`config.mk`:
```
export PLATFORM = sky130hd
export DESIGN_NAME = decode
export DESIGN_NICKNAME = d
export VERILOG_FILES = /design/src/source/isa_pkg.sv /design/src/source/pipe_pkg.sv /design/src/source/decode.sv
export SDC_FILE = /design/constraint.sdc
export NUM_CORES = 1
export LEC_CHECK = 0
export CAP_MARGIN = 20
export CORE_ASPECT_RATIO = 1.5
export CORE_MARGIN = 4
export CORE_UTILIZATION = 40
export DETAILED_ROUTE_END_ITERATION = 7
export DONT_BUFFER_PORTS = 1
export HOLD_SLACK_MARGIN = 0.05
export PLACE_DENSITY = 0.58
export SETUP_SLACK_MARGIN = 0.4
export SLEW_MARGIN = 5
export SYNTH_ARGS = -nofsm -noshare
export SYNTH_HDL_FRONTEND = slang
export SYNTH_SLANG_ARGS = --single-unit
```
`constraint.sdc`:
```
create_clock -name clk -period 2.45 [get_ports clk]
set_input_delay 0.1225 -clock clk [delete_from_list [all_inputs] [get_ports clk]]
set_output_delay 0.1225 -clock clk [all_outputs]
set_load 0.02 [all_outputs]
```
`src/source/isa_pkg.sv`:
```
// Opcodes, instruction field positions, ALU operation codes and register file size
package isa_pkg;

   localparam int word_width = 16;
   localparam int reg_count = 8;
   localparam int reg_idx_width = 3;
   localparam logic [reg_idx_width-1:0] link_reg = 3'd7;

   localparam int opcode_width = 5;

   typedef enum logic [opcode_width-1:0] {
      op_halt = 5'b00000,
      op_nop  = 5'b00001,
      op_j    = 5'b00100,
      op_jal  = 5'b00110,
      op_addi = 5'b01000,
      op_subi = 5'b01001,
      op_beqz = 5'b01100,
      op_bnez = 5'b01101,
      op_st   = 5'b10000,
      op_ld   = 5'b10001,
      op_alu  = 5'b11011
   } opcode_t;

   // Function field of the register ALU group
   typedef enum logic [1:0] {alu_add, alu_sub, alu_xor, alu_and} alu_op_t;

   // Field positions
   localparam int opcode_lsb = 11;
   localparam int rs_lsb = 8;
   localparam int rt_lsb = 5;
   localparam int rd_lsb = 2;
   localparam int func_lsb = 0;
   localparam int imm5_width = 5;
   localparam int imm8_width = 8;
   localparam int imm11_width = 11;

   localparam logic [word_width-1:0] nop_word = {op_nop, {opcode_lsb{1'b0}}};

endpackage
```
`src/source/pipe_pkg.sv`:
```
// Memory sizes and the four pipeline stage payload structs
package pipe_pkg;

   localparam int imem_depth = 256;
   localparam int dmem_depth = 256;
   localparam int imem_addr_width = 8;
   localparam int dmem_addr_width = 8;

   typedef struct packed {
      logic [isa_pkg::word_width-1:0] instruction;
      logic [isa_pkg::word_width-1:0] pc_next;
   } if_id_t;

   typedef struct packed {
      logic [isa_pkg::word_width-1:0] rs_val;
      logic [isa_pkg::word_width-1:0] rt_val;
      logic [isa_pkg::word_width-1:0] imm;
      logic [isa_pkg::word_width-1:0] pc_next;
      logic [isa_pkg::reg_idx_width-1:0] dest;
      logic reg_write;
      logic mem_read;
      logic mem_write;
      logic link;
      isa_pkg::alu_op_t alu_op;
      logic alu_src_imm;
      logic branch_eq;
      logic branch_ne;
      logic jump;
   } id_ex_t;

   typedef struct packed {
      logic [isa_pkg::word_width-1:0] alu_result;
      logic [isa_pkg::word_width-1:0] store_data;
      logic [isa_pkg::word_width-1:0] pc_next;
      logic [isa_pkg::reg_idx_width-1:0] dest;
      logic reg_write;
      logic mem_read;
      logic mem_write;
      logic link;
   } ex_mem_t;

   typedef struct packed {
      logic [isa_pkg::word_width-1:0] result;
      logic [isa_pkg::reg_idx_width-1:0] dest;
      logic reg_write;
   } mem_wb_t;

   // Empty fetch slot decodes as a NOP
   localparam if_id_t if_id_bubble = '{instruction: isa_pkg::nop_word, pc_next: '0};

endpackage

```
`src/source/decode.sv`:
```
// Control decode, register file, immediate extension, destination select, illegal opcodes
`timescale 1ns/1ps
module decode (
   input  logic                              clk,
   input  logic                              rst_n,
   input  pipe_pkg::if_id_t                  if_in,
   input  logic                              wb_en,
   input  logic [isa_pkg::reg_idx_width-1:0] wb_reg,
   input  logic [isa_pkg::word_width-1:0]    wb_data,
   output pipe_pkg::id_ex_t                  id_out,
   output logic [isa_pkg::reg_idx_width-1:0] rs_idx,
   output logic [isa_pkg::reg_idx_width-1:0] rt_idx,
   output logic                              rs_used,
   output logic                              rt_used,
   output logic                              halt_seen,
   output logic                              illegal
);
   import isa_pkg::*;
   import pipe_pkg::*;

   logic [word_width-1:0] regs [reg_count];
   logic [word_width-1:0] instr;
   opcode_t opcode;
   logic [word_width-1:0] imm5;
   logic [word_width-1:0] imm8;
   logic [word_width-1:0] imm11;

   assign instr = if_in.instruction;
   assign opcode = opcode_t'(instr[opcode_lsb +: opcode_width]);
   assign rs_idx = instr[rs_lsb +: reg_idx_width];
   assign rt_idx = instr[rt_lsb +: reg_idx_width];

   assign imm5 = {{(word_width - imm5_width){instr[imm5_width-1]}}, instr[imm5_width-1:0]};
   assign imm8 = {{(word_width - imm8_width){instr[imm8_width-1]}}, instr[imm8_width-1:0]};
   assign imm11 = {{(word_width - imm11_width){instr[imm11_width-1]}}, instr[imm11_width-1:0]};

   always_ff @(posedge clk) begin
      if (!rst_n) begin
         for (int i = 0; i < reg_count; i++) begin
            regs[i] <= '0;
         end
      end else if (wb_en) begin
         regs[wb_reg] <= wb_data;
      end
   end

   always_comb begin
      id_out = '0;
      // Write-first, so writeback never stalls
      id_out.rs_val = (wb_en && wb_reg == rs_idx) ? wb_data : regs[rs_idx];
      id_out.rt_val = (wb_en && wb_reg == rt_idx) ? wb_data : regs[rt_idx];
      id_out.pc_next = if_in.pc_next;
      id_out.dest = instr[rt_lsb +: reg_idx_width];
      rs_used = 1'b0;
      rt_used = 1'b0;
      halt_seen = 1'b0;
      illegal = 1'b0;
      case (opcode)
         op_halt: halt_seen = 1'b1;
         op_nop: begin
         end
         op_addi, op_subi, op_ld: begin
            rs_used = 1'b1;
            id_out.reg_write = 1'b1;
            id_out.alu_src_imm = 1'b1;
            id_out.imm = imm5;
            id_out.mem_read = (opcode == op_ld);
            id_out.alu_op = (opcode == op_subi) ? alu_sub : alu_add;
         end
         op_st: begin
            rs_used = 1'b1;
            rt_used = 1'b1;
            id_out.mem_write = 1'b1;
            id_out.alu_src_imm = 1'b1;
            id_out.imm = imm5;
         end
         op_beqz, op_bnez: begin
            rs_used = 1'b1;
            id_out.imm = imm8;
            id_out.branch_eq = (opcode == op_beqz);
            id_out.branch_ne = (opcode == op_bnez);
         end
         op_j, op_jal: begin
            id_out.imm = imm11;
            id_out.jump = 1'b1;
            id_out.link = (opcode == op_jal);
            id_out.reg_write = (opcode == op_jal);
            id_out.dest = link_reg;
         end
         op_alu: begin
            rs_used = 1'b1;
            rt_used = 1'b1;
            id_out.reg_write = 1'b1;
            id_out.alu_op = alu_op_t'(instr[func_lsb +: 2]);
            id_out.dest = instr[rd_lsb +: reg_idx_width];
         end
         default: illegal = 1'b1;
      endcase
   end

endmodule

```
# ---- Word-level counts from Yosys, hierarchy flattened
# Memory sizes are Yosys's and may differ from the RTL's.
# Index checks and enable logic that the tools add are counted.
dict set report word_totals {
  word_cells 49
  ramBits 128
  out_inout_bits 87
  n_memories 1
  input_bits 54
  ff_bits 0
}
# name depth word_bits read_ports rd_ports_with_merged_regs wr line
set memory_table {}
lappend memory_table {regs 8 16 2 0 8 decode.sv:21} ;# logic [word_width-1:0] regs [reg_count];
dict set report classes {
  n_mux 24
  eq_ne 12
  reduce_logical 12
}
# op count
set ops {}
lappend ops {{2-to-1 mux 16 bit} 3}
lappend ops {{case mux 16 bit (3 select lines)} 1}
lappend ops {{== test 5 x 4 -> 1 bit, second input constant} 4}
lappend ops {{OR reduction 16 bit} 1}
lappend ops {{== test 5 bit, second input constant} 3}
lappend ops {{2-to-1 mux 1 bit} 15}
lappend ops {{OR reduction 11 bit} 1}
lappend ops {{== test 5 x 3 -> 1 bit, second input constant} 2}
lappend ops {{OR reduction 4 bit} 2}
lappend ops {{OR reduction 7 bit} 1}
lappend ops {{== test 3 bit} 2}
lappend ops {{case mux 3 bit (2 select lines)} 1}
lappend ops {{OR reduction 2 bit} 3}
lappend ops {{== test 5 x 1 -> 1 bit, second input constant} 1}
lappend ops {{logical NOT 5 bit} 1}
lappend ops {{case mux 2 bit (2 select lines)} 1}
lappend ops {{2-to-1 mux 3 bit} 1}
lappend ops {{OR reduction 3 bit} 1}
lappend ops {{logical AND 1 bit} 2}
lappend ops {{2-to-1 mux 2 bit} 1}
lappend ops {{case mux 1 bit (2 select lines)} 1}

# ---- Longest topological paths before layout
dict set report logic_depth {
  word_depth 5
  mapped_depth 6
  depth_no_buf 5
}

# ---- Worst setup path before layout
# Ideal clock, no wire load.
dict set report synth_path {
  path_kind {in2reg}
  from {input rst_n}
  to {memory regs[7][0] (enable)}
  cell_stages 3
  n_path_buf 1
  setup_ps 411
  arrival_ps 1697
  path_slack_ps 342
  path_cell_list {buf_4 > nand3_1 > o21ai_0}
}
# element line
set synth_lines {}
lappend synth_lines {{from (decl)} decode.sv:5} ;# input logic rst_n,
lappend synth_lines {{to (decl)} decode.sv:21}

==> metrics.md <==
| Metric | Value |
|---|---|
| Status | finished, final reports clean |
| Max FFs per register | 128 |
| Main flop type after synthesis | edfxtp_1 |
| Port Buffers | 0 |
| Layout cells sized above 1 | 0.281 |
| DRT antenna net count | 0 |
| CTS max path bufs | 2 |
| Synth top area cells | edfxtp_1 50%, mux4_2 18%, and2_1 9.7%, buf_4 2.9%, mux2i_1 2.2% |
| PD cells | 706 nW/um^2 |
| Row count | 62 |
| Clk slew on worst S/H paths | 0.06 ns |
| Worst endpoint required time | roughly 2.3 ns |
| Arrival time worst endpoint | 1.86 ns |
| Hpwl dp | about 15 mm |
| Slew margin rel. | 0.470 |
| Grt total ovfl | 0 |
| Sw frac | 0.235 |
| Most frequent cells in the layout | 128 x edfxtp_1, 120 x and2_1, 61 x mux4_2 |
| Clk pwr share | 0.436 |
| Post-synthesis sequential area ratio | 0.496 |
| Worst-Margin Slew | roughly 0.8 ns |
| Final WS setup | between 0.4 and 0.5 ns |
| Area delta synth->final | 14.5% |
| FF+latch count, synth | 128 |
| CTS Buf Count | 17 |
| DR iter-0 viols | 404 |
| Unrepaired setup endpoints after global routing | false |
| Final setup vio count | 0 |
| Final Slew Violations | 0 |
| Syn_area_per_cell | ~13 sq um |
| DIE HEIGHT | 178 um |
| Residual DRC | 0 |
| Antenna violations before repair | 0 |
| Netlist cell types | between 40 and 50 |
| CP Launch Type | flop |
| CP endpoint kind | output pin |
| Fin. Hold Viols | 0 |
| Syn. warnings | 0 |
| IO Pins | 141 |
| Pin count of the biggest net entering global routing | 36 |
| Largest registers | regs (128) |
| Fin area | 8870 sq um |
| Psw | ~1500 uW |
| Fraction of registers with async set/reset | 0 |
| Min Tclk post-route | 1.99 ns |
| Via/cell ratio | between 5 and 6 |
| Diode count | 0 |
| # clock sinks | 128 |
| Die Span X | 122 um |
| Total core area | roughly 19000 sq um |
| Root Buffer | clkbuf_16 |
| Vias in the first global route | about 5200 |
| Starting Density | 0.406 |
| FMAX | 503 MHz |
| First-pass GRT wire length | ~33 mm |
| Mapped Area | roughly 7700 sq um |
| Crit path launch | regs[5][1]$_SDFFCE_PN0P_ |
| Maxcap violations | 0 |
| Setup_tns | 0 ns |
| Top reg by flops | regs |
| First drt pass iteration count | 5 |
| VDD IR max | 0.425 mV |
| WL/cell | 25.0 um |
| Crit-path max FO | 2 |
| Pint | 4790 uW |
| Total power | ~6300 uW |
| Leakage | 0.00323 uW |
| Placed cell area | 8060 sq um |
| Net Count, Synth | between 600 and 700 |
| H-tree levels | 4 |
| CTS tree | yes |
| Commonest non-fill, non-tap cell in the layout | edfxtp_1 |
| Top-area cell type share of the netlist area | 0.496 |
| Cell taking the most area after synthesis | edfxtp_1 |
| Vias | around 5000 |
| Pre-CTS setup slack | roughly 0.53 ns |
| Tcrit/Tclk final | 0.811 |
| All-Layer GR Usage | 0.210 |
| Worst Setup EP | id_out[62] |
| Combinational group share of total power | 0.145 |
| Routed WL | 22.1 mm |
| Setup CP Type | flop to output pin |
| Full die area | around 22000 sq um |
| Final nets | 670 |
| Worst hold path type | primary input to flop |
| Post-synth EDFFs | 128 |
| Post-synthesis cell count | 591 |
| Flop pwr share | 0.418 |
| RePlAce Congestion | approximately 0.82 |
| Worst hold slack | 0.0711 ns |
metrics by stage:
stage | std cells | utilization
final | 885 | 0.465
after global routing | 885 | 0.465
after CTS | 885 | 0.464
after detailed placement | 837 | 0.422
after global placement | 837 | 0.422
after floorplan | 591 | -
logic make-up after synthesis:
group,synth area share
XOR/XNOR,0.00791
buffers and inverters,0.0644
AND/OR/NAND/NOR,0.179
flip-flops,0.496
multiplexers,0.211
AO/OA/AOI/OAI,0.0417
power by group through the flow:
stage	logic, uW	clock network [uW]	registers [uW]
after floorplan	717	0	2630
after global routing	965	2870	2630
after global placement	866	0	2650
final	909	2730	2620
after detailed placement	865	0	2660
after CTS	915	2760	2620
worst max-delay path: stages, from the launching register on:
cell and delay (ns):
edfxtp_1 0.39, mux4_1 0.54, mux2i_2 0.23, a21oi_1 0.11
buf_4 0.18
final cells by class:
class | count | area, sq um
Multi-Input combinational cell | 389 | 3430
Inverter | 4 | 15.0
Clock buffer | 18 | 429
Fill cell | 1734 | 10200
Sequential cell | 128 | 3840
Timing Repair Buffer | 76 | 611
Tap cell | 256 | 320
Clock inverter | 14 | 215
layer usage:
layer / vias up / part of all wire / global-route usage
met2: 294 / 0.50 / 0.355
met1: 2538 / 0.37 / 0.256
met5: - / 0 / 0
li1: 2221 / - / -
met3: 61 / 0.085 / 0.0463
met4: 0 / 0.039 / 0.0981
how the worst min path moves through the flow:
stage,startpoint,end,slack [ns],cells after the start
after detailed placement,if_in[15],id_out[28],0.25,0
after global placement,if_in[15],id_out[28],0.25,0
after floorplan,if_in[28],id_out[3],0.30,1
after CTS,rst_n,regs[3][9]$_SDFFCE_PN0P_,0.05,2
after global routing,rst_n,regs[3][6]$_SDFFCE_PN0P_,0.05,2
final,rst_n,regs[3][9]$_SDFFCE_PN0P_,0.07,2
synthesized netlist by cell type, types with 6 or more instances:
cell type	number
edfxtp_1	128
and2_1	120
mux4_2	61
nor2_1	43
nand2_1	40
buf_4	30
buf_2	18
mux2i_1	17
a21oi_1	16
a31oi_1	16
o21ai_0	12
and2_2	10
nor2b_1	8
clkbuf_2	7
xnor2_1	7
buf_6	6
clkbuf_1	6
what timing repair did:
action / in CTS / in global routing
hold buffers: 16 / 0
gates resized for setup: 0 / 2
endpoints found under the hold margin: 128 / 0
endpoints found under the setup margin: 0 / 2
setup buffers: 0 / 0
(Power assumes the default switching activity.)
