<file path="config.mk">
export PLATFORM = sky130hd
export DESIGN_NAME = hazard_unit
export DESIGN_NICKNAME = d
export VERILOG_FILES = /design/src/source/isa_pkg.sv /design/src/source/hazard_unit.sv
export SDC_FILE = /design/constraint.sdc
export NUM_CORES = 1
export LEC_CHECK = 0
export BUFFER_PORTS_ARGS = -buffer_cell sky130_fd_sc_hd__buf_2
export CORE_AREA = 2 2 39 41
export DETAILED_ROUTE_END_ITERATION = 10
export DIE_AREA = 0 0 41 43
export PLACE_DENSITY = 0.36
export SKIP_LAST_GASP = 1
export SLEW_MARGIN = 20
export SYNTH_ARGS = -nofsm -noshare
export SYNTH_HDL_FRONTEND = slang
export SYNTH_SLANG_ARGS = --single-unit
</file>
<file path="constraint.sdc">
create_clock -name vclk -period 0.8
set_input_delay 0.04 -clock vclk [all_inputs]
set_output_delay 0.04 -clock vclk [all_outputs]
set_load 0.05 [all_outputs]
</file>
<file path="src/source/isa_pkg.sv">
// Opcodes, instruction field positions, ALU operation codes and register file size
package isa_pkg;

   localparam int word_width = 16;
   localparam int reg_count = 8;
   localparam int reg_idx_width = 3;
   localparam logic [reg_idx_width-1:0] link_reg = 3'd7;

   localparam int opcode_width = 5;

   typedef enum logic [opcode_width-1:0] {
      op_halt = 5'b00000,
      op_nop  = 5'b00001,
      op_j    = 5'b00100,
      op_jal  = 5'b00110,
      op_addi = 5'b01000,
      op_subi = 5'b01001,
      op_beqz = 5'b01100,
      op_bnez = 5'b01101,
      op_st   = 5'b10000,
      op_ld   = 5'b10001,
      op_alu  = 5'b11011
   } opcode_t;

   // Function field of the register ALU group
   typedef enum logic [1:0] {alu_add, alu_sub, alu_xor, alu_and} alu_op_t;

   // Field positions
   localparam int opcode_lsb = 11;
   localparam int rs_lsb = 8;
   localparam int rt_lsb = 5;
   localparam int rd_lsb = 2;
   localparam int func_lsb = 0;
   localparam int imm5_width = 5;
   localparam int imm8_width = 8;
   localparam int imm11_width = 11;

   localparam logic [word_width-1:0] nop_word = {op_nop, {opcode_lsb{1'b0}}};

endpackage
</file>
<file path="src/source/hazard_unit.sv">
// Read-after-write stall detection and branch flush control
`timescale 1ns/1ps
module hazard_unit (
   input  logic [isa_pkg::reg_idx_width-1:0] rs_idx,
   input  logic [isa_pkg::reg_idx_width-1:0] rt_idx,
   input  logic                              rs_used,
   input  logic                              rt_used,
   input  logic [isa_pkg::reg_idx_width-1:0] ex_dest,
   input  logic                              ex_reg_write,
   input  logic [isa_pkg::reg_idx_width-1:0] mem_dest,
   input  logic                              mem_reg_write,
   input  logic                              redirect,
   output logic                              stall,
   output logic                              flush
);

   logic rs_conflict;
   logic rt_conflict;

   // Writeback is covered by the write-first register file
   assign rs_conflict = rs_used &&
                        ((ex_reg_write && ex_dest == rs_idx) ||
                         (mem_reg_write && mem_dest == rs_idx));
   assign rt_conflict = rt_used &&
                        ((ex_reg_write && ex_dest == rt_idx) ||
                         (mem_reg_write && mem_dest == rt_idx));

   // Flush wins because the stalled instruction is on the wrong path
   assign flush = redirect;
   assign stall = (rs_conflict || rt_conflict) && !redirect;

endmodule

</file>
After elaboration in Yosys (flattened, before gate mapping)
Cells that the tools add are included.
Storage, ports and cells
  output and inout port bits: 2
  register bits after elaboration: 0
  input port bits: 17
Operators by class
  reduce and logical (&&, ||, !) cells: 11
  equality and inequality tests: 4
Operators with widths (number)
  $eq 3x3->1: 4
  $logic_and 1x1->1: 7
  $logic_or 1x1->1: 3
  $logic_not 1->1: 1

Depth between registers and ports, before layout
Gate-level depths: netlist of run 1.
  depth in word-level cells: 6
  mapped depth: 4
  mapped depth without buffers: 4

Worst setup path after synthesis of run 1
OpenSTA, ideal clock, no wires.
  kind: in2out
  start: in mem_dest[0] in the netlist's numbering
  end: out stall
  data required time: 0.760 ns
  setup slack: -0.434 ns
  buffers on the path: 0
  stages on the path: 4
  data arrival time: 1.194 ns
  cell sequence: xnor2_1 -> and4_1 -> o21ai_1 -> a21oi_1
Between the ends
  word-level cells in the longest chain between the ends: 6
RTL lines
  from (decl): RTL line hazard_unit.sv:10  | input logic [isa_pkg::reg_idx_width-1:0] mem_dest,
  $eq 3x3->1 (on tied branches): RTL line hazard_unit.sv:23, hazard_unit.sv:26
  $logic_and 1x1->1 (on tied branches): RTL line hazard_unit.sv:23, hazard_unit.sv:26
  $logic_or 1x1->1 (on tied branches): RTL line hazard_unit.sv:22, hazard_unit.sv:25
  $logic_and 1x1->1 (on tied branches): RTL line hazard_unit.sv:21, hazard_unit.sv:24
  $logic_or 1x1->1 (*): RTL line hazard_unit.sv:30  | assign stall = (rs_conflict || rt_conflict) && !redirect;
  $logic_and 1x1->1 (*): RTL line hazard_unit.sv:30
  to (decl): RTL line hazard_unit.sv:13  | output logic stall,
Every way passes the cells marked *; elsewhere a longest branch is shown, timed or not.

Worst setup path in the final report of run 1
  start: in rs_idx[0] in the netlist's numbering
  end: out stall
Between the ends
  word-level cells in the longest chain between the ends: 6
RTL lines
  from (decl): RTL line hazard_unit.sv:4  | input logic [isa_pkg::reg_idx_width-1:0] rs_idx,
  $eq 3x3->1 (on tied branches): RTL line hazard_unit.sv:22, hazard_unit.sv:23
  $logic_and 1x1->1 (on tied branches): RTL line hazard_unit.sv:22, hazard_unit.sv:23
  $logic_or 1x1->1 (*): RTL line hazard_unit.sv:22  | ((ex_reg_write && ex_dest == rs_idx) ||
  $logic_and 1x1->1 (*): RTL line hazard_unit.sv:21  | assign rs_conflict = rs_used &&
  $logic_or 1x1->1 (*): RTL line hazard_unit.sv:30
  $logic_and 1x1->1 (*): RTL line hazard_unit.sv:30
Marks and branches as above.

==> results of run 1 <==
-- metrics by stage --
stage	hold WS [ns]	power [W]	instances	setup TNS, ns	worst slack [ns]
after global routing	0.371	0.000275	54	-0.148	-0.148
final	0.364	0.000259	54	-0.123	-0.123
after floorplan	0.132	0.0000941	20	-0.0140	-0.0140
after CTS	0.364	0.000244	54	-0.122	-0.122
after detailed placement	0.401	0.000168	54	-0.247	-0.247
after global placement	0.404	0.000168	54	-0.243	-0.243
-- placed cells by master, fill, tap and decap left out --
master / instances
xnor2_1: 1
buf_2: 7
buf_6: 9
xnor2_2: 11
buf_8: 3
a21oi_4: 1
and4_1: 4
o21ai_2: 2
-- layer usage --
layer	vias up	routed length, microns	global-route usage [%]	part of all wire, %
met5	-	0	0	0
met3	0	64	1.05	12
li1	106	-	-	-
met2	15	254	13.1	48
met4	0	0	0	0
met1	86	206	8.36	39
-- repair_timing --
action,4_1_cts,5_1_grt
endpoints found under the setup margin,1,1
cloned,0,0
pin swaps,16,11
resized for setup,24,7
-- cell families (layout without fill, tap and decap cells) --
logic type | Yosys count | count (layout)
buffers and inverters | 1 | 19
AO/OA/AOI/OAI | 3 | 3
AND/OR/NAND/NOR | 4 | 4
XOR/XNOR | 12 | 12
-- synth_stat cells --
cell type  instances
o21ai_1            2
a21oi_1            1
buf_4              1
xnor2_1           12
and4_1             4
-- area by class of cell --
type / count / area [sq um] / share of cell area, %
multi-input cells: 19 / 256 / 56.0
repair buffers: 19 / 181 / 39.6
well taps: 16 / 20.0 / 4.37
-- where the power goes --
part / total (W) / internal [W] / switching (W) / leakage (nW)
Clock: 0 / 0 / 0 / 0
Sequential: 0 / 0 / 0 / 0
Combinational: 0.000259 / 0.000161 / 0.0000976 / 0.209
-- worst paths after layout --
kind                   from  cells after the start  slack, ns  endpoint
hold / removal     redirect                      3       0.36     stall
setup / recovery  rs_idx[0]                      6      -0.12     stall
==> impl_metrics.tcl, run 1 <==
set metrics [dict create \
    status "finished, violations left" \
    violations "negative setup slack" \
    synth_top_cell_area_share_pct 64.6 \
    viasPerCell 3.83 \
    drtIter0Drc 0 \
    worst_slew_pin_slew_ns 0.246 \
    hold_viol 0 \
    crit_type "in2out" \
    synth.mux.area_fraction_pct 0 \
    setup-violations-final 1 \
    grt_max_degree 3 \
    synth.distinct_cells 5 \
    p_leak_nw 0.209 \
    cp_num_buf_inv 2 \
    hold_path.class "in2out" \
    die_x_microns 41 \
    start_util_pct 11.8 \
    synth-compound-area-share_pct 9.23 \
    post-route-drc-count 0 \
    netlist_instances 20 \
    critPathRequiredTime_ns 0.76 \
    synth_top_family_by_area "XOR/XNOR gates" \
    worst_ir_drop_vdd_uv 205 \
    syn_to_final_growth_pct 182 \
    max_freq_ghz 1.08 \
    crit_fanout 2 \
    max_stage_delay_ns 0.22 \
    nets 57 \
    yosys-top-cells-area "xnor2_1, and4_1, o21ai_1, buf_4, a21oi_1" \
    cts_setup_buffers 0 \
    syn_area_per_cell_sq_um 8.13 \
    relSlewSlack_pct 83.7 \
    nClkBuffers 0 \
    critical_path_arrival_ns 0.88 \
    postCtsHoldBufs 0 \
    drive_gt1_share_pct 86.8 \
    drv_slew 0 \
    die_height_microns 43 \
    std_cell_rows 14 \
    seq_area_frac_synth_pct 0 \
    grtUsageTotal_pct 7.03 \
    synthSimpleGateAreaFrac_pct 21.5 \
    seq_cells 0 \
    n_fill_cell 148 \
    cellPowerDensity_mw_per_mm2 565 \
    worstPathCellList "buf_8 > xnor2_2 > and4_1 > o21ai_2 > a21oi_4 > buf_6" \
    drt_first_pass_iters 1 \
    grt_pass1_vias 242 \
    core_sq_mm 0.00138 \
    min_period_over_period_pct 115 \
    port_buffers 19 \
    slowest_stage "and4_1" \
    max_cap_violations 0 \
    yosysWarnings 0 \
    critPathCaptureType "output pin" \
    grt_pass1_wl_microns 917 \
    final_cell_area_sq_um 458 \
    post-synth-top-area-cell "xnor2_1" \
    grt_overflow 0 \
    path_delay_family "buffers and inverters" \
    finalWirelength_microns 525 \
    antenna_left 0 \
    synthXorXnorAreaFrac_pct 64.6 \
    grt_setup_unrepaired "yes" \
    insertedDiodeCount 0 \
    synth_fa_ha_area_share_pct 0 \
    start_kind "input pin" \
    post-route-util_pct 33.1 \
    postPlaceCellArea_sq_um 297 \
    syn_area_sq_um 163 \
    avgRoutedWirePerCell_microns 9.72 \
    layout_setup_ws_ns -0.123 \
    io_pins 19 \
    seq_area_sq_um 0 \
    die_area_sq_mm 0.00176 \
    place_congestion 0.592 \
    vias 207 \
    antenna_found_initial 0 \
    fin_crit_ns 0.923 \
    syn-num-nets 37 \
]
Note: power is estimated with default switching activity, not from simulation.
==> run 2: changes to the inputs <==
--- a/config.mk
+++ b/config.mk
@@ -10,6 +10,7 @@
 export DETAILED_ROUTE_END_ITERATION = 10
 export DIE_AREA = 0 0 41 43
 export PLACE_DENSITY = 0.36
+export RECOVER_POWER = 50
 export SKIP_LAST_GASP = 1
 export SLEW_MARGIN = 20
 export SYNTH_ARGS = -nofsm -noshare
==> constraint.sdc (replaced) <==
create_clock -name vclk -period 0.9
set_input_delay 0.045 -clock vclk [all_inputs]
set_output_delay 0.045 -clock vclk [all_outputs]
set_load 0.05 [all_outputs]
==> run 2 against run 1 <==
  * The flow still finishes with violations (negative setup slack)
  * Power shrank 14%
  * Critical path type unchanged
  * Count of clock-buffer cells in the layout stayed put
  * Cell area fell by 1.4%
  * Sequential cell count is the same
  * Critical path depth unchanged
  * Largest cell class unchanged
  * Cell count unchanged
  * Sequential share of layout area unchanged
  * Via count rose by 0.48%
  * Worst hold slack improved by 0.010 ns
==> impl_metrics.tcl, run 2 (synthesized netlist as in run 1, its figures left out) <==
set metrics [dict create \
    status "finished, violations left" \
    violations "negative setup slack" \
    postCtsHoldBufs 0 \
    crit_type "in2out" \
    setup-violations-final 1 \
    max_cap_violations 0 \
    layout_setup_ws_ns -0.0316 \
    die_area_sq_mm 0.00176 \
    seq_area_sq_um 0 \
    fin_crit_ns 0.932 \
    start_kind "input pin" \
    hold_depth 3 \
    drtIter0Drc 0 \
    dpl.cell_count 54 \
    p_leak_nw 0.201 \
    critPathCaptureType "output pin" \
    nets 57 \
    grtUsageTotal_pct 5.81 \
    cellPowerDensity_mw_per_mm2 495 \
    max_stage_delay_ns 0.22 \
    port_buffers 19 \
    crit_fanout 2 \
    worstPathCellList "buf_6 > xnor2_1 > and4_1 > o21ai_2 > a21oi_4 > buf_6" \
    relSlewSlack_pct 60.7 \
    antenna_left 0 \
    critPathRequiredTime_ns 0.85 \
    seq_cells 0 \
    vias 208 \
    drive_gt1_share_pct 81.6 \
    slowest_stage "and4_1" \
    post-route-util_pct 32.6 \
    grt_overflow 0 \
    worstHoldStart "redirect" \
    drt_first_pass_iters 1 \
    grt_pass1_vias 223 \
    antenna_found_initial 0 \
    postPlaceCellArea_sq_um 282 \
    insertedDiodeCount 0 \
    finalWirelength_microns 470 \
    avgRoutedWirePerCell_microns 8.70 \
    min_period_over_period_pct 104 \
    final_cell_mix "buf_6, xnor2_2, buf_2, and4_1" \
    min_delay_worst_endpoint "stall" \
    fin_tns_setup_ns -0.0316 \
    viasPerCell 3.85 \
    nClkBuffers 0 \
    drv_slew 0 \
    place_congestion 0.675 \
    fin_cells 54 \
    grt_pass1_wl_microns 759 \
    final_common_cell "buf_6" \
    max_freq_ghz 1.07 \
    syn_to_final_growth_pct 178 \
    io_pins 19 \
    grt_max_degree 3 \
    die_x_microns 41 \
    power_w 0.000224 \
    final_cell_area_sq_um 452 \
    cp_common_cell "buf_6" \
    start_util_pct 11.8 \
    hold_path.class "in2out" \
    std_cell_rows 14 \
    critical_path_arrival_ns 0.89 \
    die_height_microns 43 \
    worst_ir_drop_vdd_uv 169 \
    post-route-drc-count 0 \
    hold_viol 0 \
    grt_setup_unrepaired "yes" \
    core_sq_mm 0.00138 \
    worst_slew_pin_slew_ns 0.592 \
]
-- run 2: changes by cell type in the layout (fill, tap and decap cells not counted) --
| cell | change |
|---|---|
| xnor2_2 | -1 |
| xnor2_1 | +1 |
| clkbuf_1 | +1 |
| buf_2 | -2 |
| buf_8 | -1 |
| buf_6 | +2 |
-- run 2: timing repair --
item                                    in CTS  in global routing
resized for setup                           18                 13
hold endpoints to repair                     0                  0
endpoints found under the setup margin       1                  1
pin swaps                                   14                  8
setup buffers                                0                  0
cloned                                       0                  0
-- run 2: worst max-delay path, delay by kind of cell --
| family | cells | cell delay, ns |
|---|---|---|
| AO/OA/AOI/OAI | 2 | 0.21 |
| buffers and inverters | 2 | 0.27 |
| XOR/XNOR | 1 | 0.14 |
| AND/OR/NAND/NOR | 1 | 0.22 |
-- run 2: cell type report --
| cell class | instances | area, sq um |
|---|---|---|
| timing repair buffer | 19 | 183 |
| tap | 16 | 20.0 |
| fill | 154 | 932 |
| multi-input combinational | 19 | 249 |
-- run 2: report_power, final --
group / switching [W] / internal (W) / leakage [nW]
registers: 0 / 0 / 0
logic: 0.0000830 / 0.000141 / 0.201
clock network: 0 / 0 / 0
-- run 2: worst max-delay path by stage --
| stage | startpoint | endpoint | slack (ns) | cells past startpoint |
|---|---|---|---|---|
| finish | rt_idx[0] | stall | -0.03 | 6 |
| global route | rt_idx[0] | stall | -0.08 | 6 |
| CTS | ex_dest[0] | stall | -0.04 | 6 |
| detailed placement | mem_dest[0] | stall | -0.19 | 6 |
| global placement | mem_dest[0] | stall | -0.19 | 6 |
| floorplan | mem_dest[0] | stall | 0.05 | 4 |
-- run 2: per-stage QoR --
step	hold WS [ns]	setup slack [ns]
after floorplan	0.142	0.0533
after global placement	0.416	-0.191
after detailed placement	0.413	-0.189
after CTS	0.375	-0.0412
after global routing	0.390	-0.0761
final	0.374	-0.0316
-- run 2: routing by layer --
metal  vias up  track usage [%]  routed length, microns
met2        10             11.6                     270
met4         0                0                       0
met1        90             6.69                     159
met5         -                0                       0
li1        108                -                       -
met3         0                0                      41
==> run 3: changes to the inputs <==
--- a/config.mk
+++ b/config.mk
@@ -9,7 +9,6 @@
 export CORE_AREA = 2 2 39 41
 export DETAILED_ROUTE_END_ITERATION = 10
 export DIE_AREA = 0 0 41 43
-export PLACE_DENSITY = 0.36
 export RECOVER_POWER = 50
 export SKIP_LAST_GASP = 1
 export SLEW_MARGIN = 20
==> run 3 against run 2 <==
  * The run still ends with negative setup slack left
  * Cell area shrank 0.55%
  * Combinational power is essentially flat
  * Critical path depth is the same
  * Non-clock buffer count is the same
  * Sequential cell count is the same
  * Worst setup slack lost 0.0066 ns
  * Global-route usage grew 0.61 points
==> impl_metrics.tcl, run 3 (synthesized netlist as in run 1, its figures left out) <==
set metrics [dict create \
    finalWirelength_microns 526 \
    critical_path_arrival_ns 0.89 \
    status "finished, violations left" \
    hold_depth 3 \
    crit_fanout 2 \
    crit_type "in2out" \
    p_leak_nw 0.200 \
    seq_area_sq_um 0 \
    worst_ir_drop_vdd_uv 187 \
    cellPowerDensity_mw_per_mm2 500 \
    min_period_over_period_pct 104 \
    avgRoutedWirePerCell_microns 9.74 \
    final_cell_area_sq_um 449 \
    grtUsageTotal_pct 6.41 \
    max_cap_violations 0 \
    post-route-drc-count 0 \
    worstPathCellList "buf_2 > xnor2_2 > and4_1 > o21ai_2 > a21oi_4 > buf_8" \
    antenna_left 0 \
    postPlaceCellArea_sq_um 282 \
    fin_crit_ns 0.938 \
    drtIter0Drc 0 \
    std_cell_rows 14 \
    vias 212 \
    nClkBuffers 0 \
    grt_overflow 0 \
    grt_pass1_wl_microns 821 \
    drive_gt1_share_pct 81.6 \
    final_common_cell "xnor2_2" \
    critPathRequiredTime_ns 0.85 \
    port_buffers 19 \
    start_util_pct 11.8 \
    insertedDiodeCount 0 \
    io_pins 19 \
    layout_setup_ws_ns -0.0381 \
    place_congestion 0.621 \
    relSlewSlack_pct 60.6 \
    drt_first_pass_iters 1 \
    antenna_found_initial 0 \
    viasPerCell 3.93 \
    core_sq_mm 0.00138 \
    nets 57 \
    die_height_microns 43 \
    grt_setup_unrepaired "yes" \
    die_area_sq_mm 0.00176 \
    syn_to_final_growth_pct 176 \
    seq_cells 0 \
    max_stage_delay_ns 0.19 \
    grt_max_degree 3 \
    whs_ns 0.379 \
    drv_slew 0 \
    slowest_stage "and4_1" \
    violations "negative setup slack" \
    hold_viol 0 \
    start_kind "input pin" \
    setup-violations-final 1 \
    final_cell_mix "xnor2_2, buf_6, buf_2, and4_1, buf_8" \
    grt_pass1_vias 218 \
    worst_slew_pin_slew_ns 0.593 \
    die_x_microns 41 \
    cts_setup_buffers 0 \
    critPathCaptureType "output pin" \
    hold_path.class "in2out" \
    max_freq_ghz 1.07 \
]
[run 3: cell counts in the layout (fill, tap and decap cells not counted)]
No cell type changed its count.
[run 3: timing repair]
action                     4_1_cts  5_1_grt
resized for setup               17       17
hold buffers                     0        0
setup endpoints to repair        1        1
pin swaps                       13       10
hold endpoints to repair         0        0
[run 3: final cells by class]
cell class	instances	area, sq um
Multi-Input combinational cell	19	249
Fill cell	148	935
Tap cell	16	20.0
Timing Repair Buffer	19	180
[run 3: worst max-delay path: cells and delay by family]
family          cells  cell delay [ns]
compound gates      2             0.26
xor+xnor            1             0.12
buf+inv             2             0.27
simple gates        1             0.19
[run 3: layer usage]
layer,global-route usage (%),wire (microns),vias up
met5,0,0,-
met4,0,0,0
met3,0,41,0
met2,12.2,302,11
met1,7.99,182,94
li1,-,-,107
[run 3: through the flow]
step                setup slack [ns]  TNS (ns)  std cells  util (%)  total power [W]
global route                 -0.0804   -0.0804         54      32.5         0.000239
finish                       -0.0381   -0.0381         54      32.5         0.000225
detailed placement            -0.173    -0.173         54      20.3         0.000140
floorplan                     0.0533         0         20         -        0.0000778
CTS                          -0.0443   -0.0443         54      26.7         0.000184
global placement              -0.166    -0.166         54      20.3         0.000137
[run 3: worst paths after layout]
check                     start  endpoint  slack (ns)
worst max-delay path  rt_idx[1]     stall       -0.04
worst min-delay path   redirect     stall        0.38
[run 3: report_power, final]
part | switching (W) | internal, W
Sequential | 0 | 0
Clock | 0 | 0
Combinational | 0.0000848 | 0.000140
Total | 0.0000848 | 0.000140
