**config.mk**
```make
export PLATFORM = sky130hd
export DESIGN_NAME = execute
export DESIGN_NICKNAME = d
export VERILOG_FILES = /design/src/source/isa_pkg.sv /design/src/source/pipe_pkg.sv /design/src/source/execute.sv
export SDC_FILE = /design/constraint.sdc
export NUM_CORES = 1
export LEC_CHECK = 0
export ABC_AREA = 1
export BUFFER_PORTS_ARGS = -buffer_cell sky130_fd_sc_hd__buf_4
export CAP_MARGIN = 0
export CORE_MARGIN = 2
export CORE_UTILIZATION = 45
export DETAILED_ROUTE_END_ITERATION = 16
export PLACE_DENSITY = 0.88
export REMOVE_ABC_BUFFERS = 1
export SLEW_MARGIN = 5
export SYNTH_ARGS = -nofsm -noshare
export SYNTH_HDL_FRONTEND = slang
export SYNTH_SLANG_ARGS = --single-unit
```
**constraint.sdc**
```tcl
create_clock -name vclk -period 2.3
set_input_delay 0.115 -clock vclk [all_inputs]
set_output_delay 0.115 -clock vclk [all_outputs]
set_load 0.05 [all_outputs]
```
**src/source/isa_pkg.sv**
```systemverilog
// Opcodes, instruction field positions, ALU operation codes and register file size
package isa_pkg;

   localparam int word_width = 16;
   localparam int reg_count = 8;
   localparam int reg_idx_width = 3;
   localparam logic [reg_idx_width-1:0] link_reg = 3'd7;

   localparam int opcode_width = 5;

   typedef enum logic [opcode_width-1:0] {
      op_halt = 5'b00000,
      op_nop  = 5'b00001,
      op_j    = 5'b00100,
      op_jal  = 5'b00110,
      op_addi = 5'b01000,
      op_subi = 5'b01001,
      op_beqz = 5'b01100,
      op_bnez = 5'b01101,
      op_st   = 5'b10000,
      op_ld   = 5'b10001,
      op_alu  = 5'b11011
   } opcode_t;

   // Function field of the register ALU group
   typedef enum logic [1:0] {alu_add, alu_sub, alu_xor, alu_and} alu_op_t;

   // Field positions
   localparam int opcode_lsb = 11;
   localparam int rs_lsb = 8;
   localparam int rt_lsb = 5;
   localparam int rd_lsb = 2;
   localparam int func_lsb = 0;
   localparam int imm5_width = 5;
   localparam int imm8_width = 8;
   localparam int imm11_width = 11;

   localparam logic [word_width-1:0] nop_word = {op_nop, {opcode_lsb{1'b0}}};

endpackage
```
**src/source/pipe_pkg.sv**
```systemverilog
// Memory sizes and the four pipeline stage payload structs
package pipe_pkg;

   localparam int imem_depth = 256;
   localparam int dmem_depth = 256;
   localparam int imem_addr_width = 8;
   localparam int dmem_addr_width = 8;

   typedef struct packed {
      logic [isa_pkg::word_width-1:0] instruction;
      logic [isa_pkg::word_width-1:0] pc_next;
   } if_id_t;

   typedef struct packed {
      logic [isa_pkg::word_width-1:0] rs_val;
      logic [isa_pkg::word_width-1:0] rt_val;
      logic [isa_pkg::word_width-1:0] imm;
      logic [isa_pkg::word_width-1:0] pc_next;
      logic [isa_pkg::reg_idx_width-1:0] dest;
      logic reg_write;
      logic mem_read;
      logic mem_write;
      logic link;
      isa_pkg::alu_op_t alu_op;
      logic alu_src_imm;
      logic branch_eq;
      logic branch_ne;
      logic jump;
   } id_ex_t;

   typedef struct packed {
      logic [isa_pkg::word_width-1:0] alu_result;
      logic [isa_pkg::word_width-1:0] store_data;
      logic [isa_pkg::word_width-1:0] pc_next;
      logic [isa_pkg::reg_idx_width-1:0] dest;
      logic reg_write;
      logic mem_read;
      logic mem_write;
      logic link;
   } ex_mem_t;

   typedef struct packed {
      logic [isa_pkg::word_width-1:0] result;
      logic [isa_pkg::reg_idx_width-1:0] dest;
      logic reg_write;
   } mem_wb_t;

   // Empty fetch slot decodes as a NOP
   localparam if_id_t if_id_bubble = '{instruction: isa_pkg::nop_word, pc_next: '0};

endpackage

```
**src/source/execute.sv**
```systemverilog
// ALU, branch condition and branch or jump target
`timescale 1ns/1ps
module execute (
   input  pipe_pkg::id_ex_t               ex_in,
   output pipe_pkg::ex_mem_t              ex_out,
   output logic                           redirect,
   output logic [isa_pkg::word_width-1:0] redirect_pc
);
   import isa_pkg::*;
   import pipe_pkg::*;

   logic [word_width-1:0] operand_b;
   logic [word_width-1:0] alu_result;
   logic rs_zero;

   assign operand_b = ex_in.alu_src_imm ? ex_in.imm : ex_in.rt_val;

   // Subtraction is always rs minus the second operand
   always_comb begin
      case (ex_in.alu_op)
         alu_add: alu_result = ex_in.rs_val + operand_b;
         alu_sub: alu_result = ex_in.rs_val - operand_b;
         alu_xor: alu_result = ex_in.rs_val ^ operand_b;
         default: alu_result = ex_in.rs_val & operand_b;
      endcase
   end

   assign rs_zero = (ex_in.rs_val == '0);
   assign redirect = (ex_in.branch_eq && rs_zero) ||
                     (ex_in.branch_ne && !rs_zero) ||
                     ex_in.jump;
   assign redirect_pc = ex_in.pc_next + ex_in.imm;

   always_comb begin
      ex_out.alu_result = alu_result;
      ex_out.store_data = ex_in.rt_val;
      ex_out.pc_next = ex_in.pc_next;
      ex_out.dest = ex_in.dest;
      ex_out.reg_write = ex_in.reg_write;
      ex_out.mem_read = ex_in.mem_read;
      ex_out.mem_write = ex_in.mem_write;
      ex_out.link = ex_in.link;
   end

endmodule

```
# Word-level counts from Yosys, hierarchy flattened

Cells that the tools add are included.

Bits in registers: 0
Latch bits: 0
Memory bits (writable): 0
Memory bits (read-only): 0
Bits of input ports: 77
Output and inout port bits: 72
Logic and storage cells: 16
Memories kept: 0

Add/sub/neg operators: 3
Multipliers: 0
Div/mod/pow operators: 0
$lt $le $gt $ge: 0
Eq/ne operators: 2
Shift operators: 0
Muxes and demuxes: 2
Bitwise gates (word level): 2
Reduce and logical (&&, ||, !) cells: 7

Operators by type and width:

| operator                                                         | number |
|---|---|
| 16-bit case mux with 3 select lines                              | 1 |
| 16-bit adder                                                     | 2 |
| 16-bit AND                                                       | 1 |
| 16-bit zero test                                                 | 1 |
| 16-bit two-way mux                                               | 1 |
| 16-bit subtractor                                                | 1 |
| 16-bit bitwise XOR                                               | 1 |
| 2-bit by 1-bit == test with 1-bit output (second input constant) | 1 |
| 2-bit == test (second input constant)                            | 1 |
| 1-bit logical AND                                                | 2 |
| 2-bit zero test                                                  | 1 |
| 1-bit logical OR                                                 | 2 |
| 1-bit zero test                                                  | 1 |

# Depth between registers and ports, before layout

Gate-level depths: netlist of the first run.

Word-level depth: 5
Mapped depth: 23
Depth with buffers taken out: 22

# Worst setup path before layout of the first run

OpenSTA, ideal clock, no wires.

Path type: input to output
From: in ex_in[3] (netlist bit)
To: out ex_out[52] (netlist bit)
Arrival: 2,877 ps
Data required time: 2,185 ps
Path slack: -692 ps
Stages: 19
Path buffers: 1
Cells stage by stage: inv_2 -> buf_6 -> nand2_2 -> nand2_2 -> ha_1 -> inv_1 -> nor2_1 -> nand2_1 -> nor2_2 -> nand2_1 -> o21ai_2 -> xor2_1 -> ha_1 -> inv_1 -> o21ai_0 -> o21bai_1 -> a21oi_1 -> a21oi_1 -> o21bai_1

RTL lines:

| element     | line         | source |
|---|---|---|
| from (decl) | execute.sv:4 | `input pipe_pkg::id_ex_t ex_in,` |
| to (decl)   | execute.sv:5 | `output pipe_pkg::ex_mem_t ex_out,` |

==> impl_metrics.ini, run 1 <==
[worst_setup_path]
required_ns = 2.18
startpoint_type = primary input
critical_path_class = primary input to output port
endpoint_kind = output port
path_max_fanout = 5
cp_data_arrival_time_ns = 2.71

[power_and_ir_drop]
power.switching_w = 0.00138
p_clk_share_pct = 0
p_int_w = 0.000919
pwr-share-comb_pct = 100.0
power_frac_seq_pct = 0
peakVddDrop_uv = 341
leakage_nw = 3.01
swShare_pct = 60.0
cellPowerDensity_nw_per_um2 = 436

[final_layout]
nets = 900
n_sequential_cell = 0
syn_to_final_growth_pct = 62.2
final_common_cell = buf_4
drive_gt1_share_pct = 44.2
diodes = 0
fillCellCount = 532
final_cell_mix = buf_4, nand2_1, inv_1
ff_latch_area_sq_um = 0
nClkBuffers = 0
layoutNonFillerInstCount = 868

[sta]
setup_viol_count_final = 12
period_needed_ns = 2.83
max_freq_mhz = 353
rsz0062_at_grt = yes
worst_slack_ns = -0.530
hold_ws_ns = 0.230
setup_tns_ns = -4.86
hold_viol_final = 0
tightest_slew_ns = 0.441
post-route-period-util_pct = 123
maxSlewViolCount = 0
slew_headroom_pct = 70.3

[logic_synthesis]
netlist_area_sq_um = 3250
synthCells = 581
yosys_warnings = 0
synthTopCellsByArea = nand2_1, ha_1, buf_4
syn_avg_cell_area_sq_um = 5.59
ys_types = 35
synth_top_area_cell = nand2_1
seq_area_frac_synth_pct = 0
synth_top_area_share_pct = 20.8

[placed_design]
gp_congestion = 0.993
io_buffers = 135
dp_slack_ns = -0.666
post-dp-hpwl_um = 9540
dp.cells = 852

[global_routing]
grt_overflow = 0
grt_max_degree = 19
grt_pass1_vias = 4311
gr-usage-all-layers_pct = 28.7
grt_pass1_wl_um = 18500
grt_antenna_before_repair = 0

[floorplan]
die_width_um = 89.0
die_h_um = 89.0
start_util_pct = 47.0
dieArea_sq_um = 7910
core-area_sq_um = 6910
ios = 149
rows = 30

[status]
violations = setup timing
status = complete, but fails checks

[drt]
dr.pass1.iters = 4
wl_per_cell_um = 14.8
drt-total-wl_um = 12800
vias_per_cell = 5.18
drt-initial-drc-count = 205
drc_errors = 0
vias = 4500
ant_nets = 0

[hold_path]
min_path_type = primary input to output port

[job]
cap_violations = 0
-- critical path, stage by stage --
cell     delay (ns)
buf_12         0.12
inv_8          0.06
nand2_2        0.08
nand2_4        0.09
ha_4           0.16
inv_4          0.04
nor2_4         0.13
nand2_4        0.08
nor2_4         0.10
nand2_2        0.07
nand2_2        0.09
xor2_1         0.17
ha_2           0.34
buf_4          0.16
buf_6          0.11
a31oi_2        0.17
nand3_1        0.12
nor2_1         0.12
nor2_1         0.06
nand2_1        0.09
nand3_2        0.08
buf_6          0.16
-- cell usage after synthesis (4+ instances only) --
| cell type | number |
|---|---|
| a21oi_1 | 33 |
| o21ai_1 | 4 |
| a21o_1 | 7 |
| nand2_1 | 180 |
| o21ai_0 | 22 |
| buf_6 | 4 |
| buf_4 | 39 |
| a22o_1 | 4 |
| xnor2_1 | 5 |
| nand3_1 | 38 |
| nor3_1 | 6 |
| nor2_1 | 43 |
| nand2_2 | 14 |
| inv_1 | 78 |
| ha_1 | 47 |
| xor2_1 | 20 |
-- repair_timing --
item | CTS | global route
pin swaps | 41 | 40
setup endpoints to repair | 12 | 14
gates resized for setup | 61 | 68
hold buffers | 0 | 0
setup buffers | 8 | 8
-- power by group through the flow --
stage | clock network [W] | registers (W) | logic (W)
4_1_cts | 0 | 0 | 0.00208
2_1_floorplan | 0 | 0 | 0.00108
3_5_place_dp | 0 | 0 | 0.00195
3_3_place_gp | 0 | 0 | 0.00191
5_1_grt | 0 | 0 | 0.00244
6_report | 0 | 0 | 0.00230
-- stage by stage --
| stage | utilization, % | total power, W | cell area, sq um |
|---|---|---|---|
| finish | 76.3 | 0.00230 | 5270 |
| global route | 76.3 | 0.00244 | 5270 |
| CTS | 71.6 | 0.00208 | 4950 |
| detailed placement | 67.9 | 0.00195 | 4690 |
| global placement | 67.9 | 0.00191 | 4690 |
| floorplan | - | 0.00108 | 2890 |
-- final timing paths --
kind,depth (start not counted),start,slack (ns),end
worst max-delay path,22,ex_in[3],-0.53,ex_out[51]
worst min-delay path,0,ex_in[8],0.23,ex_out[2]
-- metal layers --
metal	routed length, um	part of all wire, %	GRT usage [%]
met1	4580	36	31.8
met2	6830	53	56.4
met3	819	6.4	3.05
met4	599	4.7	9.50
met5	0	0	0
-- cell families (layout without fill, tap and decap cells) --
group	after synthesis	count (layout)	synth area share (%)
AOI/OAI and AO/OA	83	83	14.8
xor gates and xnor gates	26	26	7.24
adders and majority gates	49	49	19.3
buffers and inverters	130	321	20.6
and+or+nand+nor	293	293	38.1
-- final cells by class --
cell class	count	area (sq um)	area share [%]
Multi-Input combinational cell	451	2950	56.0
Timing Repair Buffer	238	1880	35.6
Inverter	83	324	6.15
Tap cell	96	120	2.28
(Power assumes the default switching activity.)
==> run 2, diff against run 1 <==
--- a/config.mk
+++ b/config.mk
@@ -11,7 +11,7 @@
 export CORE_MARGIN = 2
 export CORE_UTILIZATION = 45
 export DETAILED_ROUTE_END_ITERATION = 16
-export PLACE_DENSITY = 0.88
+export PLACE_DENSITY = 0.85
 export REMOVE_ABC_BUFFERS = 1
 export SLEW_MARGIN = 5
 export SYNTH_ARGS = -nofsm -noshare
==> constraint.sdc (replaced) <==
create_clock -name vclk -period 3.5
set_input_delay 0.175 -clock vclk [all_inputs]
set_output_delay 0.175 -clock vclk [all_outputs]
set_load 0.05 [all_outputs]
==> run 2 against run 1 <==
The run now ends clean. Final cell count down 11%. Combinational power is 50% lower. Critical path depth stayed put. Sequential share of layout area unchanged. Design area decreased by 23%. Non-clock buffer count fell by 98. Total power is 50% lower. Sequential cell count is the same. Via count is 13% lower.
==> impl_metrics.ini, run 2 (synthesis results as in run 1) <==
[placed_design]
io_buffers = 135
dp.cells = 770
dp_slack_ns = 0.210
gp_congestion = 0.907
post-dp-hpwl_um = 8600

[drt]
dr.pass1.iters = 5
drt-total-wl_um = 9890
ant_nets = 0
vias = 3929
drt-initial-drc-count = 133
wl_per_cell_um = 12.8
vias_per_cell = 5.10
drc_errors = 0

[sta]
hold_viol_final = 0
rsz0062_at_grt = no
post-route-period-util_pct = 89.9
maxSlewViolCount = 0
hold_ws_ns = 0.350
setup_tns_ns = 0
slew_headroom_pct = 65.3
worst_slack_ns = 0.353
period_needed_ns = 3.15
setup_viol_count_final = 0
tightest_slew_ns = 0.518
max_freq_mhz = 318

[power_and_ir_drop]
cellPowerDensity_nw_per_um2 = 280
leakage_nw = 2.43
peakVddDrop_uv = 234

[final_layout]
ff_latch_area_sq_um = 0
fillCellCount = 713
nClkBuffers = 0
n_sequential_cell = 0
drive_gt1_share_pct = 24.9
diodes = 0
final_cell_mix = nand2_1, buf_4, inv_1
layoutNonFillerInstCount = 770
final_common_cell = nand2_1
syn_to_final_growth_pct = 25.4
nets = 802

[floorplan]
dieArea_sq_um = 7910
start_util_pct = 47.0
die_width_um = 89.0
core-area_sq_um = 6910
rows = 30
die_h_um = 89.0
ios = 149

[global_routing]
grt_pass1_wl_um = 15600
grt_max_degree = 32
grt_pass1_vias = 3614
gr-usage-all-layers_pct = 24.1
grt_antenna_before_repair = 0
grt_overflow = 0

[status]
status = complete, no violations

[worst_setup_path]
path_max_fanout = 31
startpoint_type = primary input
critical_path_class = primary input to output port
required_ns = 3.32
endpoint_kind = output port
cp_data_arrival_time_ns = 2.97

[job]
cap_violations = 0

[hold_path]
min_path_type = primary input to output port
run 2: metal layers:
layer | vias up | track usage (%) | routed length (um) | part of all wire, %
met2 | 186 | 46.5 | 5040 | 51
met1 | 1723 | 29.9 | 4010 | 41
li1 | 2010 | - | - | -
met4 | 0 | 2.99 | 108 | 1.1
met3 | 10 | 1.94 | 736 | 7.4
met5 | - | 0 | 0 | 0
run 2: path summary, 6_finish.rpt:
path | start | endpoint | slack (ns) | cells past startpoint
setup / recovery | ex_in[3] | ex_out[54] | 0.35 | 22
hold / removal | ex_in[8] | ex_out[2] | 0.35 | 0
run 2: worst max-delay path, stage by stage:
cell and delay, ns:
buf_6 0.20, nand2_1 0.10, nand2_2 0.10, ha_1 0.16, inv_1 0.04, nor2_1 0.14
nand2_1 0.10, nor2_2 0.12, nand2_1 0.11, nand2_2 0.09, o21ai_1 0.08, xor2_1 0.15
ha_1 0.33, a21oi_1 0.15, a21boi_0 0.18, nand2_1 0.08, a21oi_2 0.17, inv_1 0.06
nand2_1 0.06, nand3_1 0.06, nand2_1 0.10, buf_4 0.20
run 2: what timing repair did:
| item | in CTS | in global routing |
|---|---|---|
| setup buffers | 0 | 0 |
| hold buffers | 0 | 0 |
| resized for setup | 0 | 3 |
| setup endpoints to repair | 0 | 1 |
run 2: through the flow:
stage | util [%] | total power, W | cell area (sq um)
finish | 59.0 | 0.00114 | 4070
detailed placement | 58.8 | 0.00113 | 4060
global placement | 58.8 | 0.00111 | 4060
floorplan | - | 0.000710 | 2890
CTS | 58.8 | 0.00113 | 4060
global route | 59.0 | 0.00123 | 4070
run 2: cell type report:
class	instances	area, sq um	share of cell area (%)
Inverter	83	314	7.71
Timing Repair Buffer	140	1050	25.9
Multi-Input combinational cell	451	2580	63.4
Tap cell	96	120	2.95
run 2: power breakdown:
part	internal, W	switching [W]
clock	0	0
combinational	0.000379	0.000764
sequential	0	0
==> run 3, diff against run 2 <==
--- a/config.mk
+++ b/config.mk
@@ -8,12 +8,10 @@
 export ABC_AREA = 1
 export BUFFER_PORTS_ARGS = -buffer_cell sky130_fd_sc_hd__buf_4
 export CAP_MARGIN = 0
-export CORE_MARGIN = 2
 export CORE_UTILIZATION = 45
 export DETAILED_ROUTE_END_ITERATION = 16
 export PLACE_DENSITY = 0.85
 export REMOVE_ABC_BUFFERS = 1
-export SLEW_MARGIN = 5
 export SYNTH_ARGS = -nofsm -noshare
 export SYNTH_HDL_FRONTEND = slang
 export SYNTH_SLANG_ARGS = --single-unit
==> constraint.sdc (replaced) <==
create_clock -name vclk -period 3.5
set_input_delay 0.35 -clock vclk [all_inputs]
set_output_delay 0.35 -clock vclk [all_outputs]
set_load 0.05 [all_outputs]
==> run 3 against run 2 <==
First-iteration DRC count increased by 17%. Clock-buffer cell count unchanged. Sequential share of layout area unchanged. Combinational power increased by 4%. Non-clock buffer count increased by 8. Worst hold slack improved by 0.35 ns. Die area decreased by 4.4%. Global-route usage increased by 0.91 points. Fmax decreased by 5.8%. Utilization increased by 2.4 points. Sequential cell count unchanged. Final cell count increased by 1.0%. Critical endpoint is now ex_out[49]. Largest cell class unchanged.
==> impl_metrics.ini, run 3 (synthesis results as in run 1) <==
[status]
status = complete, no violations

[drt]
drt-initial-drc-count = 156
drt-total-wl_um = 9950
wl_per_cell_um = 12.8
vias = 3917
dr.pass1.iters = 5
vias_per_cell = 5.03
ant_nets = 0
drc_errors = 0

[worst_setup_path]
endpoint_kind = output port
cp_slowest_stage_delay_ns = 0.33
cp_data_arrival_time_ns = 2.99
startpoint_type = primary input
critical_path_class = primary input to output port
path_max_fanout = 7
required_ns = 3.15
crit_top_cell = nand2_2
crit_chain = buf_4 -> inv_6 -> nand2_2 -> nand2_2 -> ha_1 -> inv_1 -> nor2_2 -> nand2_2 -> nor2_4 -> a21oi_1 -> xor2_1 -> ha_1 -> nand2_2 -> nor2_1 -> nor2_1 -> nand3_1 -> or2_2 -> nand3_1 -> nand3_1 -> buf_6
cp_slowest_cell = ha_1

[floorplan]
dieArea_sq_um = 7560
core-area_sq_um = 6870
die_width_um = 87.0
ios = 149
die_h_um = 87.0
rows = 30
start_util_pct = 47.3

[placed_design]
gp_congestion = 0.938
dp_slack_ns = 0.0178
io_buffers = 135
post-dp-hpwl_um = 8590

[sta]
setup_tns_ns = 0
setup_viol_count_final = 0
post-route-period-util_pct = 95.4
period_needed_ns = 3.34
maxSlewViolCount = 0
max_freq_mhz = 299
hold_ws_ns = 0.700
hold_viol_final = 0
tightest_slew_ns = 0.534
worst_slack_ns = 0.161
slew_headroom_pct = 64.0

[hold_path]
min_path_type = primary input to output port
hold_depth = 0

[final_layout]
ff_latch_area_sq_um = 0
nets = 810
diodes = 0
nClkBuffers = 0
final_cell_mix = nand2_1, buf_4, inv_1
final_common_cell = nand2_1
syn_to_final_growth_pct = 29.8
fillCellCount = 655
drive_gt1_share_pct = 28.2
n_sequential_cell = 0

[power_and_ir_drop]
leakage_nw = 2.48
cellPowerDensity_nw_per_um2 = 281
peakVddDrop_uv = 236

[global_routing]
grt_pass1_wl_um = 15500
grt_pass1_vias = 3627
grt_overflow = 0
gr-usage-all-layers_pct = 25.1
grt_antenna_before_repair = 0
grt_max_degree = 27

[job]
cap_violations = 0

[clock_network]
cts_hold_buf = 0
-- run 3: cell types whose count changed in the layout (fill, tap and decap cells not counted), moves of 2 or more --
cell,delta
buf_4,+5
nand2_1,-5
nand2_2,+5
a21oi_1,-3
a21oi_2,+3
inv_1,-2
inv_2,+2
nor2_1,-2
nor3_1,-2
-- run 3: metal layers --
| metal | routed length, um | global-route usage, % | vias to the layer above | share of wire [%] |
|---|---|---|---|---|
| met3 | 591 | 2.84 | 14 | 5.9 |
| met2 | 4990 | 49.2 | 154 | 50 |
| met5 | 0 | 0 | - | 0 |
| li1 | - | - | 2016 | - |
| met4 | 155 | 3.18 | 0 | 1.6 |
| met1 | 4220 | 29.4 | 1733 | 42 |
-- run 3: final timing paths --
check                    start         end  slack [ns]
worst max-delay path  ex_in[3]  ex_out[49]        0.16
worst min-delay path  ex_in[8]   ex_out[2]        0.70
-- run 3: final cells by class --
class / count / area, sq um / area share, %
Timing Repair Buffer: 148 / 1140 / 27.0
Inverter: 83 / 317 / 7.51
Tap cell: 96 / 120 / 2.85
Multi-Input combinational cell: 451 / 2640 / 62.6
-- run 3: power breakdown --
part | internal, W | switching, W
clock network | 0 | 0
registers | 0 | 0
logic | 0.000402 | 0.000784
total | 0.000402 | 0.000784
-- run 3: repair_timing --
item,CTS,global route
buffers inserted,0,4
gates resized for setup,0,30
setup endpoints to repair,0,6
hold endpoints to repair,0,0
-- run 3: worst max-delay path: cells and delay by family --
kind                     cells  cell delay [ns]
AO/OA/AOI/OAI                1             0.08
XOR/XNOR                     1             0.28
AND/OR/NAND/NOR             12             1.33
buffers and inverters        4             0.44
adder cells (fa/ha/maj)      2             0.50
-- run 3: metrics by stage --
step | std cells | instance area [sq um] | utilization [%] | total power [W]
floorplan | 534 | 2890 | - | 0.000710
detailed placement | 774 | 4090 | 59.6 | 0.00114
CTS | 774 | 4090 | 59.6 | 0.00114
global placement | 774 | 4090 | 59.6 | 0.00112
finish | 778 | 4220 | 61.4 | 0.00119
global route | 778 | 4220 | 61.4 | 0.00128
